<file path="src/design/apb_sub_pkg.sv">
// Shared definitions for the APB subsystem fabric
// Bus widths and the peripheral slot map
// Register offsets of the interrupt and wake-up slot
// AHB transfer and response codes
// Address union, APB request and response structs, interrupt sources

`default_nettype none

package apb_sub_pkg;

  // --------------------------------------------------
  // Widths
  // --------------------------------------------------
  localparam int ADDR_W   = 32;
  localparam int DATA_W   = 32;
  localparam int STRB_W   = DATA_W / 8;                  // One strobe per byte lane
  localparam int SLOT_W   = 4;                           // Address bits 19:16
  localparam int OFFS_W   = 16;                          // 64 KB per slot
  localparam int REGION_W = ADDR_W - SLOT_W - OFFS_W;    // Address bits 31:20

  // --------------------------------------------------
  // Slot map
  // --------------------------------------------------
  localparam int NUM_SLOTS = 9;                          // 0x0080_0000 .. 0x0088_FFFF
  localparam int SLOT_PMC  = 6;                          // Served internally
  localparam logic [REGION_W-1:0]  SLOT_REGION = 12'h008;
  localparam logic [NUM_SLOTS-1:0] BYTE_SLOTS  = 9'b1_0000_0010;  // UART1, UART0

  // Slot 6 register offsets
  localparam logic [OFFS_W-1:0] REG_CTRL   = 16'h0000;   // Bit 0 hibernate
  localparam logic [OFFS_W-1:0] REG_MASK   = 16'h0004;   // Per-source enable
  localparam logic [OFFS_W-1:0] REG_STATUS = 16'h0008;   // Registered raw sources, RO

  // --------------------------------------------------
  // AHB codes
  // --------------------------------------------------
  localparam logic [1:0] HTRANS_NONSEQ = 2'b10;
  localparam logic [1:0] HTRANS_SEQ    = 2'b11;
  localparam logic [1:0] HRESP_OKAY    = 2'b00;
  localparam logic [1:0] HRESP_ERROR   = 2'b01;

  // One-hot peripheral select
  typedef logic [NUM_SLOTS-1:0] slot_sel_t;

  // One address word, raw or split into region, slot and offset
  typedef union packed {
    logic [ADDR_W-1:0] raw;
    struct packed {
      logic [REGION_W-1:0] region;
      logic [SLOT_W-1:0]   slot;
      logic [OFFS_W-1:0]   offset;
    } f;
  } apb_addr_u;

  // Request shared by all slots, psel travels beside it
  typedef struct packed {
    apb_addr_u         paddr;
    logic [DATA_W-1:0] pwdata;
    logic              pwrite;
    logic              penable;
    logic [STRB_W-1:0] pstrb;
  } apb_req_t;

  typedef struct packed {
    logic [DATA_W-1:0] prdata;
    logic              pready;
  } apb_rsp_t;

  // Peripheral interrupt sources
  typedef struct packed {
    logic       dma;
    logic       spi;
    logic       uart1;
    logic       uart0;
    logic       gpio;
    logic [2:0] ttc;      // Three timer channels
    logic [3:0] mac;      // Four Ethernet MACs
  } irq_src_t;

  localparam int NUM_IRQ = $bits(irq_src_t);

endpackage

`default_nettype wire

</file>
<file path="src/design/ahb_apb_bridge.sv">
// AHB-lite slave to APB bridge
// Five-state FSM: idle, APB setup, APB access, two-cycle error
// Address and direction capture on accept, write data latch in setup
// Read data register and AHB response generation

`default_nettype none

module ahb_apb_bridge (
  input  logic                                i_hclk,
  input  logic                                i_arst_n,
  // AHB-lite slave side
  input  logic                                i_hsel,
  input  logic [apb_sub_pkg::ADDR_W-1:0]      i_haddr,
  input  logic [1:0]                          i_htrans,
  input  logic                                i_hwrite,
  input  logic [apb_sub_pkg::DATA_W-1:0]      i_hwdata,
  input  logic                                i_hready_in,
  output logic [apb_sub_pkg::DATA_W-1:0]      o_hrdata,
  output logic                                o_hready,
  output logic [1:0]                          o_hresp,
  // APB master side
  output apb_sub_pkg::apb_req_t               o_apb_req,
  output logic                                o_psel_any,
  input  logic                                i_hit,      // From decoder
  input  apb_sub_pkg::apb_rsp_t               i_apb_rsp
);

  typedef enum logic [2:0] {
    ST_IDLE,
    ST_SETUP,
    ST_ACCESS,
    ST_ERR1,     // ERROR, hready low
    ST_ERR2      // ERROR, hready high
  } state_t;

  state_t                           state_q;
  state_t                           state_d;
  logic                             bus_free;    // hready high this cycle
  logic                             accept;
  logic [apb_sub_pkg::ADDR_W-1:0]   addr_q;
  logic                             write_q;
  logic [apb_sub_pkg::DATA_W-1:0]   wdata_q;
  logic [apb_sub_pkg::DATA_W-1:0]   rdata_q;

  // --------------------------------------------------
  // Accept and next state
  // --------------------------------------------------
  assign bus_free = (state_q == ST_IDLE) || (state_q == ST_ERR2);
  assign accept   = bus_free && i_hsel && i_hready_in &&
                    ((i_htrans == apb_sub_pkg::HTRANS_NONSEQ) ||
                     (i_htrans == apb_sub_pkg::HTRANS_SEQ));

  always_comb begin
    state_d = state_q;
    case (state_q)
      ST_IDLE, ST_ERR2: begin
        // Decoder sees the incoming address while the bus is free
        if (accept) begin
          state_d = i_hit ? ST_SETUP : ST_ERR1;
        end else begin
          state_d = ST_IDLE;
        end
      end
      ST_SETUP:  state_d = ST_ACCESS;              // Exactly one setup cycle
      ST_ACCESS: begin
        if (i_apb_rsp.pready) begin
          state_d = ST_IDLE;                       // Completion cycle follows
        end
      end
      ST_ERR1:   state_d = ST_ERR2;
      default:   state_d = ST_IDLE;
    endcase
  end

  always_ff @(posedge i_hclk or negedge i_arst_n) begin
    if (!i_arst_n) begin
      state_q <= ST_IDLE;
      write_q <= 1'b0;
    end else begin
      state_q <= state_d;
      if (accept) begin
        write_q <= i_hwrite;
      end
    end
  end

  // --------------------------------------------------
  // Payload registers
  // --------------------------------------------------
  always_ff @(posedge i_hclk) begin
    if (accept) begin
      addr_q <= i_haddr;
    end
    if ((state_q == ST_SETUP) && write_q) begin
      wdata_q <= i_hwdata;                         // AHB data phase
    end
    if ((state_q == ST_ACCESS) && i_apb_rsp.pready) begin
      rdata_q <= i_apb_rsp.prdata;
    end
  end

  // --------------------------------------------------
  // APB request
  // --------------------------------------------------
  always_comb begin
    o_apb_req.paddr.raw = bus_free ? i_haddr : addr_q;
    o_apb_req.pwdata    = (state_q == ST_SETUP) ? i_hwdata : wdata_q;
    o_apb_req.pwrite    = write_q;
    o_apb_req.penable   = (state_q == ST_ACCESS);
    o_apb_req.pstrb     = '0;                      // Decoder fills the lanes
  end

  assign o_psel_any = (state_q == ST_SETUP) || (state_q == ST_ACCESS);

  // AHB response
  assign o_hready = bus_free;
  assign o_hresp  = ((state_q == ST_ERR1) || (state_q == ST_ERR2)) ?
                    apb_sub_pkg::HRESP_ERROR : apb_sub_pkg::HRESP_OKAY;
  assign o_hrdata = rdata_q;

endmodule

`default_nettype wire

</file>
<file path="src/design/apb_slot_decoder.sv">
// APB slot decoder
// Region and slot decode into a one-hot select and a hit flag
// Byte-lane strobes for the UART slots
// Read data and ready multiplexing back to the bridge

`default_nettype none

module apb_slot_decoder (
  input  apb_sub_pkg::apb_req_t                             i_apb_req,
  input  logic                                              i_psel_any,
  output apb_sub_pkg::apb_req_t                             o_apb_req,
  output apb_sub_pkg::slot_sel_t                            o_psel,
  output logic                                              o_hit,
  input  apb_sub_pkg::apb_rsp_t [apb_sub_pkg::NUM_SLOTS-1:0] i_apb_rsp,
  input  apb_sub_pkg::apb_rsp_t                             i_pmc_rsp,
  output apb_sub_pkg::apb_rsp_t                             o_apb_rsp
);

  logic                             region_ok;
  logic                             slot_ok;
  apb_sub_pkg::slot_sel_t           slot_hot;    // Decoded slot, not yet gated
  logic                             byte_slot;
  logic [apb_sub_pkg::STRB_W-1:0]   lane_strb;

  // --------------------------------------------------
  // Decode
  // --------------------------------------------------
  assign region_ok = (i_apb_req.paddr.f.region == apb_sub_pkg::SLOT_REGION);
  assign slot_ok   = (i_apb_req.paddr.f.slot < apb_sub_pkg::NUM_SLOTS);  // 9..15 unmapped
  assign o_hit     = region_ok && slot_ok;

  always_comb begin
    for (int i = 0; i < apb_sub_pkg::NUM_SLOTS; i++) begin
      slot_hot[i] = o_hit && (i_apb_req.paddr.f.slot == i);
    end
  end

  assign o_psel = slot_hot & {apb_sub_pkg::NUM_SLOTS{i_psel_any}};

  // Byte lanes, little-endian
  assign byte_slot = |(slot_hot & apb_sub_pkg::BYTE_SLOTS);

  always_comb begin
    lane_strb = '0;
    lane_strb[i_apb_req.paddr.f.offset[1:0]] = 1'b1;
  end

  always_comb begin
    o_apb_req       = i_apb_req;
    o_apb_req.pstrb = byte_slot ? lane_strb : '1;  // Word slots take all lanes
  end

  // --------------------------------------------------
  // Response mux
  // --------------------------------------------------
  always_comb begin
    o_apb_rsp.prdata = '0;
    o_apb_rsp.pready = 1'b1;                       // Nothing selected
    for (int i = 0; i < apb_sub_pkg::NUM_SLOTS; i++) begin
      if (slot_hot[i]) begin
        o_apb_rsp = (i == apb_sub_pkg::SLOT_PMC) ? i_pmc_rsp : i_apb_rsp[i];
      end
    end
  end

endmodule

`default_nettype wire

</file>
<file path="src/design/apb_sub_top.sv">
// APB subsystem fabric top level
// AHB-lite to APB bridge, slot decoder, interrupt and wake-up controller
// Eight external APB slots brought out as request and response ports

`default_nettype none

module apb_sub_top (
  input  logic                                              i_hclk,
  input  logic                                              i_arst_n,
  // AHB-lite slave
  input  logic                                              i_hsel,
  input  logic [apb_sub_pkg::ADDR_W-1:0]                    i_haddr,
  input  logic [1:0]                                        i_htrans,
  input  logic                                              i_hwrite,
  input  logic [apb_sub_pkg::DATA_W-1:0]                    i_hwdata,
  input  logic                                              i_hready_in,
  output logic [apb_sub_pkg::DATA_W-1:0]                    o_hrdata,
  output logic                                              o_hready,
  output logic [1:0]                                        o_hresp,
  // External APB slots, entry 6 of the response unused
  output apb_sub_pkg::apb_req_t                             o_apb_req,
  output apb_sub_pkg::slot_sel_t                            o_psel,
  input  apb_sub_pkg::apb_rsp_t [apb_sub_pkg::NUM_SLOTS-1:0] i_apb_rsp,
  // Interrupts
  input  apb_sub_pkg::irq_src_t                             i_irq_src,
  output apb_sub_pkg::irq_src_t                             o_irq,
  output logic                                              o_wake
);

  apb_sub_pkg::apb_req_t  bridge_req;   // Before strobe fill
  apb_sub_pkg::apb_rsp_t  sel_rsp;      // Selected slot back to bridge
  apb_sub_pkg::apb_rsp_t  pmc_rsp;
  logic                   psel_any;
  logic                   slot_hit;

  ahb_apb_bridge u_bridge (
    .i_hclk      (i_hclk),
    .i_arst_n    (i_arst_n),
    .i_hsel      (i_hsel),
    .i_haddr     (i_haddr),
    .i_htrans    (i_htrans),
    .i_hwrite    (i_hwrite),
    .i_hwdata    (i_hwdata),
    .i_hready_in (i_hready_in),
    .o_hrdata    (o_hrdata),
    .o_hready    (o_hready),
    .o_hresp     (o_hresp),
    .o_apb_req   (bridge_req),
    .o_psel_any  (psel_any),
    .i_hit       (slot_hit),
    .i_apb_rsp   (sel_rsp)
  );

  apb_slot_decoder u_decoder (
    .i_apb_req   (bridge_req),
    .i_psel_any  (psel_any),
    .o_apb_req   (o_apb_req),
    .o_psel      (o_psel),
    .o_hit       (slot_hit),
    .i_apb_rsp   (i_apb_rsp),
    .i_pmc_rsp   (pmc_rsp),
    .o_apb_rsp   (sel_rsp)
  );

  // Slot 6 served on chip
  irq_wake_ctrl u_irq_wake (
    .i_hclk      (i_hclk),
    .i_arst_n    (i_arst_n),
    .i_apb_req   (o_apb_req),
    .i_psel      (o_psel[apb_sub_pkg::SLOT_PMC]),
    .i_irq_src   (i_irq_src),
    .o_pmc_rsp   (pmc_rsp),
    .o_irq       (o_irq),
    .o_wake      (o_wake)
  );

endmodule

`default_nettype wire

</file>
<file path="src/design/irq_wake_ctrl.sv">
// Interrupt and wake-up controller on slot 6
// CTRL, MASK and STATUS registers on APB
// Source registering and mask gating
// Wake condition and one-cycle wake pulse

`default_nettype none

module irq_wake_ctrl (
  input  logic                   i_hclk,
  input  logic                   i_arst_n,
  input  apb_sub_pkg::apb_req_t  i_apb_req,
  input  logic                   i_psel,
  input  apb_sub_pkg::irq_src_t  i_irq_src,
  output apb_sub_pkg::apb_rsp_t  o_pmc_rsp,
  output apb_sub_pkg::irq_src_t  o_irq,
  output logic                   o_wake
);

  apb_sub_pkg::irq_src_t               src_q;        // Registered raw sources
  logic [apb_sub_pkg::NUM_IRQ-1:0]     mask_q;
  logic                                hib_q;        // CTRL bit 0
  logic                                wr_en;
  logic [apb_sub_pkg::OFFS_W-1:0]      offset;
  logic [apb_sub_pkg::DATA_W-1:0]      rdata;
  logic                                wake_cond;
  logic                                wake_cond_q;
  logic                                wake_q;

  assign offset = i_apb_req.paddr.f.offset;
  assign wr_en  = i_psel && i_apb_req.penable && i_apb_req.pwrite;  // Access cycle

  // --------------------------------------------------
  // Registers
  // --------------------------------------------------
  always_ff @(posedge i_hclk or negedge i_arst_n) begin
    if (!i_arst_n) begin
      hib_q  <= 1'b0;
      mask_q <= '0;
    end else if (wr_en) begin
      case (offset)
        apb_sub_pkg::REG_CTRL: hib_q  <= i_apb_req.pwdata[0];
        apb_sub_pkg::REG_MASK: mask_q <= i_apb_req.pwdata[apb_sub_pkg::NUM_IRQ-1:0];
        default: ;                                 // STATUS is read-only
      endcase
    end
  end

  // Read mux, unknown offsets return zero
  always_comb begin
    rdata = '0;
    case (offset)
      apb_sub_pkg::REG_CTRL:   rdata[0] = hib_q;
      apb_sub_pkg::REG_MASK:   rdata[apb_sub_pkg::NUM_IRQ-1:0] = mask_q;
      apb_sub_pkg::REG_STATUS: rdata[apb_sub_pkg::NUM_IRQ-1:0] = src_q;
      default: ;
    endcase
  end

  assign o_pmc_rsp.prdata = rdata;
  assign o_pmc_rsp.pready = 1'b1;                  // Zero wait states

  // --------------------------------------------------
  // Interrupts and wake
  // --------------------------------------------------
  always_ff @(posedge i_hclk or negedge i_arst_n) begin
    if (!i_arst_n) begin
      src_q <= '0;
    end else begin
      src_q <= i_irq_src;                          // One cycle of latency
    end
  end

  assign o_irq = apb_sub_pkg::irq_src_t'(src_q & mask_q);

  // Sleep: any enabled source, hibernate: GPIO only
  assign wake_cond = ((|o_irq) && !hib_q) || (hib_q && src_q.gpio);

  always_ff @(posedge i_hclk or negedge i_arst_n) begin
    if (!i_arst_n) begin
      wake_cond_q <= 1'b0;
      wake_q      <= 1'b0;
    end else begin
      wake_cond_q <= wake_cond;
      wake_q      <= wake_cond && !wake_cond_q;    // Rising edge only
    end
  end

  assign o_wake = wake_q;

endmodule

`default_nettype wire

</file>
<file path="config.mk">
export PLATFORM = sky130hd
export DESIGN_NAME = apb_sub_top
export DESIGN_NICKNAME = d
export VERILOG_FILES = /design/src/design/apb_sub_pkg.sv /design/src/design/ahb_apb_bridge.sv /design/src/design/apb_slot_decoder.sv /design/src/design/apb_sub_top.sv /design/src/design/irq_wake_ctrl.sv
export SDC_FILE = /design/constraint.sdc
export NUM_CORES = 1
export LEC_CHECK = 0
export BUFFER_PORTS_ARGS = -buffer_cell sky130_fd_sc_hd__buf_2
export CAP_MARGIN = 20
export CORE_AREA = 10 10 187 189
export CTS_BUF_LIST = sky130_fd_sc_hd__clkbuf_4 sky130_fd_sc_hd__clkbuf_8
export DETAILED_ROUTE_END_ITERATION = 6
export DIE_AREA = 0 0 197 199
export SLEW_MARGIN = 15
export SYNTH_ARGS = -nofsm -noshare
export SYNTH_HDL_FRONTEND = slang
export SYNTH_SLANG_ARGS = --single-unit
</file>
<file path="constraint.sdc">
create_clock -name i_hclk -period 3.8 [get_ports i_hclk]
set_clock_uncertainty 0.05 [all_clocks]
set_input_delay 0 -clock i_hclk [delete_from_list [all_inputs] [get_ports i_hclk]]
set_output_delay 0 -clock i_hclk [all_outputs]
set_load 0.03 [all_outputs]
</file>
==> results of run 1 <==
[worst reg2reg max path, cell delays in order (launching register included)]
cell	delay, ns
dfrtp_1	0.48
or2_2	0.44
buf_4	0.24
mux2_4	0.40
nor2_4	0.47
a22oi_1	0.13
dlygate4sd3_1	0.61
o22ai_1	0.16
dlygate4sd3_1	0.57
[cell families after synthesis]
group                  count (synthesis)  share of synthesized area, %
muxes                                 55                         8.717
AOI/OAI and AO/OA                    214                         22.00
other                                  1                       0.04865
DFF                                  127                         47.47
and+or+nand+nor                      273                         16.95
buffers and inverters                 64                         4.821
[path summary, 6_finish.rpt]
kind / from / to / slack, ns / cells past startpoint
hold / removal: i_apb_rsp[133] / u_bridge.o_hrdata[0] / 0.04 / 5
setup reg to reg: u_bridge.state_q[1] / u_bridge.o_hrdata[26] / 0.12 / 8
hold reg to reg: u_irq_wake.wake_cond_q / u_irq_wake.o_wake / 0.34 / 1
max in group asynchronous: i_arst_n / u_bridge.state_q[0] / 3.11 / 2
setup / recovery: u_bridge.state_q[1] / u_bridge.o_hrdata[26] / 0.12 / 8
min in group asynchronous: i_arst_n / u_irq_wake.src_q[9] / 0.10 / 2
[registers in the layout, indices dropped and copies added, names as in the netlist, 3 cells and up]
| name | count |
|---|---|
| u_bridge.addr_q | 32 |
| u_bridge.o_hrdata | 32 |
| u_bridge.wdata_q | 32 |
| u_irq_wake.mask_q | 12 |
| u_irq_wake.src_q | 12 |
| u_bridge.state_q | 3 |
[power breakdown]
group          internal [mW]  total (mW)  switching [mW]
Clock                  0.677        1.29           0.612
Sequential              1.55        1.57          0.0257
Combinational          0.418        1.04           0.620
Total                   2.64        3.90            1.26
[metrics by stage]
stage                     area, sq um  cells  hold WS (ns)  power [mW]
after floorplan                  7707    734       -0.3456       2.113
after global placement          10440   1567       0.05006       2.528
after detailed placement        10450   1568       0.06103       2.537
after CTS                       12330   1746     0.0008837       3.929
after global routing            12350   1749       0.03048       4.062
final                           12350   1749       0.03539       3.900
[layout make-up]
| cell class | count | area share, % |
|---|---|---|
| tap | 402 | 4.073 |
| sequential | 127 | 29.63 |
| multi-input combinational | 543 | 30.27 |
| timing repair buffer | 638 | 32.43 |
| clock inverter | 12 | 1.277 |
| inverter | 4 | 0.1824 |
| antenna | 3 | 0.06079 |
| clock buffer | 20 | 2.077 |
[synth_stat cells (11+ instances only)]
| cell | n | area [sq um] |
|---|---|---|
| edfxtp_1 | 96 | 2883 |
| a221oi_1 | 15 | 131.4 |
| clkbuf_1 | 21 | 78.83 |
| a21oi_1 | 19 | 95.09 |
| and2_1 | 16 | 100.1 |
| a22o_1 | 11 | 96.34 |
| a22oi_1 | 34 | 255.2 |
| a222oi_1 | 20 | 200.2 |
| o21ai_0 | 23 | 115.1 |
| o32a_1 | 12 | 120.1 |
| o22ai_1 | 38 | 237.7 |
| dfrtp_1 | 31 | 775.7 |
| nor2_1 | 63 | 236.5 |
| buf_2 | 20 | 100.1 |
| mux2_2 | 39 | 439.2 |
| mux2_4 | 12 | 180.2 |
| nand2_1 | 125 | 469.2 |
[timing repair]
item | in CTS | in global routing
hold buffers | 146 | 0
gates resized for setup | 0 | 4
setup endpoints to repair | 0 | 16
endpoints found under the hold margin | 154 | 0
[layer usage]
layer	up-vias	share of wire, %	wire length, microns
li1	4062	-	-
met1	4247	39	15700
met2	515	50	20220
met3	67	9.5	3850
met4	6	2.2	911
met5	-	0.12	49
==> results.sh, run 1 <==
export IMPL_status="finished with violations"
export IMPL_violations="design-rule violations"
export IMPL_synth_distinct_cells=65
export IMPL_finalHoldViolCount=0
export IMPL_max_clock_freq_ghz=0.2721
export IMPL_rsz0062_at_grt="false"
export IMPL_dr_pass1_iters=7
export IMPL_synthesis_nets=1114
export IMPL_crit_arrival_ns=3.94
export IMPL_htreeDepth=4
export IMPL_grt_use_total_pct=19.55
export IMPL_hold_path_class="primary input to register"
export IMPL_use_met1_pct=22.72
export IMPL_cts_buffers=17
export IMPL_startpoint_type="register"
export IMPL_path_cells="or2_2, buf_4, mux2_4, nor2_4, a22oi_1, dlygate4sd3_1, o22ai_1, dlygate4sd3_1"
export IMPL_die_w_microns=197
export IMPL_ios=507
export IMPL_relSlewSlack_pct=37.19
export IMPL_clk_latency_ns=0.46
export IMPL_first_global_vias=9298
export IMPL_synth_area_per_cell_sq_um=10.50
export IMPL_cp_top_family="buffers and inverters"
export IMPL_final_cell_mix="471 x buf_2, 146 x dlygate4sd3_1, 124 x nand2_1"
export IMPL_antenna_found_initial=6
export IMPL_crit_buf_inv=3
export IMPL_cpPeakStageDelay_ns=0.61
export IMPL_via_per_inst=5.087
export IMPL_cts_tree="yes"
export IMPL_p_leak_nw=5.429
export IMPL_hpwl_mm=30.83
export IMPL_end_kind="register"
export IMPL_ys_async_sr_fraction_pct=24.41
export IMPL_maxCapViolations=0
export IMPL_vias=8897
export IMPL_core_rowCount=65
export IMPL_die_area_sq_um=39200
export IMPL_first_iter_violations=639
export IMPL_grt_pass1_wl_mm=57.97
export IMPL_final_common_cell="buf_2"
export IMPL_grt_remaining_overflow=0
export IMPL_cpMostUsedCell="dlygate4sd3_1"
export IMPL_max_slew_worst_pin_slew_ns=0.9386
export IMPL_coreArea_sq_um=31230
export IMPL_busiest_layer="met2"
export IMPL_drc=2
export IMPL_root_buffer="clkbuf_8"
export IMPL_yosysWarningCount=0
export IMPL_finalSetupTns_ns=0
export IMPL_use_met3_pct=5.762
export IMPL_required_ns=4.07
export IMPL_synthFlopType="edfxtp_1"
export IMPL_cts_sinks=127
export IMPL_final_min_clock_period_ns=3.675
export IMPL_criticalPathCategory="register to register"
export IMPL_worst_slack_ns=0.1247
export IMPL_die_h_microns=199
export IMPL_wl_mm=40.73
export IMPL_path_clk_slew_ns=0.08
export IMPL_utilization_pct=39.54
export IMPL_use_met2_pct=33.86
export IMPL_nets=1711
export IMPL_postCtsSetupBuffers=0
export IMPL_fin_crit_sh_pct=96.72
export IMPL_antenna_left=0
export IMPL_clock_path_buffers=2
export IMPL_ys_seq_elements=127
export IMPL_maxSlewViolCount=0
export IMPL_initial_core_util_pct=24.68
export IMPL_grt_max_degree=44
export IMPL_place_congestion=0.8834
export IMPL_area_growth_syn_to_layout_pct=60.23
export IMPL_ys_seq_area_share_pct=47.47
export IMPL_multi_input_area_sq_um=3739
export IMPL_drive_gt1_share_pct=45.68
export IMPL_wl_per_cell_microns=23.29
export IMPL_cp_slowest_cell="dlygate4sd3_1"
export IMPL_pre_cts_ws_ns=0.5113
export IMPL_synth_edf_count=96
export IMPL_setup_viol=0
export IMPL_io_buffers=471
export IMPL_syn_area_sq_um=7707
export IMPL_register_area_sq_um=3659
export IMPL_syn_inst=734
export IMPL_critPathMaxFanout=15
export IMPL_power_density_nw_per_um2=315.8
export IMPL_fill_cells=3164
export IMPL_ir_drop_v=0.0002373
Power figures use the tool's default switching activity.
==> inputs of run 2 (changes only) <==
- CTS_BUF_LIST: sky130_fd_sc_hd__clkbuf_4 sky130_fd_sc_hd__clkbuf_8 -> unset
==> results.sh, run 2 (synthesized netlist as in run 1, its figures left out) <==
export IMPL_maxSlewViolCount=0
export IMPL_first_iter_violations=690
export IMPL_grt_use_total_pct=19.48
export IMPL_ff2ff_path_depth=8
export IMPL_instances_no_fill=1738
export IMPL_via_per_inst=5.097
export IMPL_drc=0
export IMPL_dp_cells=1568
export IMPL_crit_path_start="u_bridge.state_q[1]"
export IMPL_max_clock_freq_ghz=0.2702
export IMPL_end_kind="register"
export IMPL_final_common_cell="buf_2"
export IMPL_dr_pass1_iters=7
export IMPL_hp_start="i_apb_rsp[240]"
export IMPL_crit_cells=8
export IMPL_grt_remaining_overflow=0
export IMPL_criticalPathCategory="register to register"
export IMPL_timing_rr_start="u_bridge.state_q[1]"
export IMPL_cp_top_family="buffers and inverters"
export IMPL_initial_core_util_pct=24.68
export IMPL_p_leak_nw=5.432
export IMPL_antenna_left=0
export IMPL_vias=8858
export IMPL_setup_viol=0
export IMPL_required_ns=4.03
export IMPL_cts_tree="yes"
export IMPL_area_growth_syn_to_layout_pct=61.04
export IMPL_crit_buf_inv=3
export IMPL_fin_crit_sh_pct=97.40
export IMPL_whs_path_depth=4
export IMPL_cp_slowest_cell="dlygate4sd3_1"
export IMPL_die_area_sq_um=39200
export IMPL_status="completed"
export IMPL_place_congestion=0.8834
export IMPL_die_h_microns=199
export IMPL_first_global_vias=9237
export IMPL_cpMostUsedCell="dlygate4sd3_1"
export IMPL_ios=507
export IMPL_clock_path_buffers=2
export IMPL_wl_mm=40.65
export IMPL_path_clk_slew_ns=0.06
export IMPL_final_min_clock_period_ns=3.701
export IMPL_nets=1700
export IMPL_rsz0062_at_grt="false"
export IMPL_final_cell_mix="471 x buf_2, 135 x dlygate4sd3_1, 125 x nand2_1"
export IMPL_coreArea_sq_um=31230
export IMPL_io_buffers=471
export IMPL_relSlewSlack_pct=37.07
export IMPL_startpoint_type="register"
export IMPL_drive_gt1_share_pct=45.61
export IMPL_critPathMaxFanout=15
export IMPL_hpwl_mm=30.83
export IMPL_postCtsSetupBuffers=0
export IMPL_finalSetupTns_ns=0
export IMPL_ir_drop_v=0.0002839
export IMPL_antenna_found_initial=6
export IMPL_htreeDepth=4
export IMPL_cts_sinks=127
export IMPL_hold_path_class="primary input to register"
export IMPL_grt_max_degree=44
export IMPL_power_density_nw_per_um2=347.3
export IMPL_root_buffer="clkbuf_16"
export IMPL_grt_pass1_wl_mm=57.77
export IMPL_die_w_microns=197
export IMPL_finalHoldViolCount=0
export IMPL_rrSetupSlack_ns=0.1
export IMPL_cts_buffers=17
export IMPL_path_cells="or2_2, buf_4, mux2_4, nor2_4, a22oi_1, dlygate4sd3_1, o22ai_1, dlygate4sd3_1"
export IMPL_max_slew_worst_pin_slew_ns=0.9404
export IMPL_place_area_sq_um=10450
export IMPL_maxCapViolations=0
export IMPL_wl_per_cell_microns=23.39
export IMPL_core_rowCount=65
export IMPL_clk_latency_ns=0.42
export IMPL_final_area_sq_um=12410
export IMPL_cpPeakStageDelay_ns=0.61
export IMPL_crit_arrival_ns=3.93
-- run 2: metal layers --
| metal | routed length (microns) | vias to the layer above | GRT usage, % |
|---|---|---|---|
| li1 | - | 4045 | - |
| met2 | 20230 | 536 | 33.74 |
| met1 | 15620 | 4215 | 22.64 |
| met3 | 3939 | 56 | 5.880 |
| met4 | 820 | 6 | 5.924 |
| met5 | 46 | - | 0 |
-- run 2: worst paths after layout --
kind | to
hold reg to reg | u_irq_wake.o_wake
min in group asynchronous | u_irq_wake.src_q[9]
max in group asynchronous | u_bridge.state_q[1]
hold / removal | u_bridge.o_hrdata[8]
setup reg to reg | u_bridge.o_hrdata[26]
setup / recovery | u_bridge.o_hrdata[26]
-- run 2: final cells by class --
type	count	area, sq um
tap	402	503.0
antenna	3	7.507
sequential	127	3659
multi-input combinational	543	3731
fill	3159	18820
clock buffer	20	436.7
clock inverter	12	157.7
inverter	4	22.52
timing repair buffer	627	3895
-- run 2: repair_timing --
action                     in CTS  in global routing
setup endpoints to repair       0                  7
resized for setup               0                  1
hold buffers                  134                  1
hold endpoints to repair      154                  1
-- run 2: worst register-to-register path, cell delays in order, from the launching register on --
cell and delay [ns]:
dfrtp_1 0.47, or2_2 0.44, buf_4 0.24, mux2_4 0.40, nor2_4 0.49, a22oi_1 0.13, dlygate4sd3_1 0.61, o22ai_1 0.16
dlygate4sd3_1 0.57
-- run 2: stage by stage --
step | utilization, % | hold slack [ns] | setup slack (ns) | power [mW]
floorplan | - | -0.3456 | 0.5469 | 2.113
global placement | 33.44 | 0.05006 | 0.5445 | 2.528
detailed placement | 33.47 | 0.06103 | 0.5113 | 2.537
CTS | 39.67 | 0.005140 | 0.1541 | 4.344
global route | 39.74 | 0.03960 | 0.01727 | 4.477
finish | 39.74 | 0.03441 | 0.09869 | 4.310
-- run 2: power by group --
part	switching, mW	internal [mW]
registers	0.0256	1.55
clock network	0.659	1.04
logic	0.620	0.418
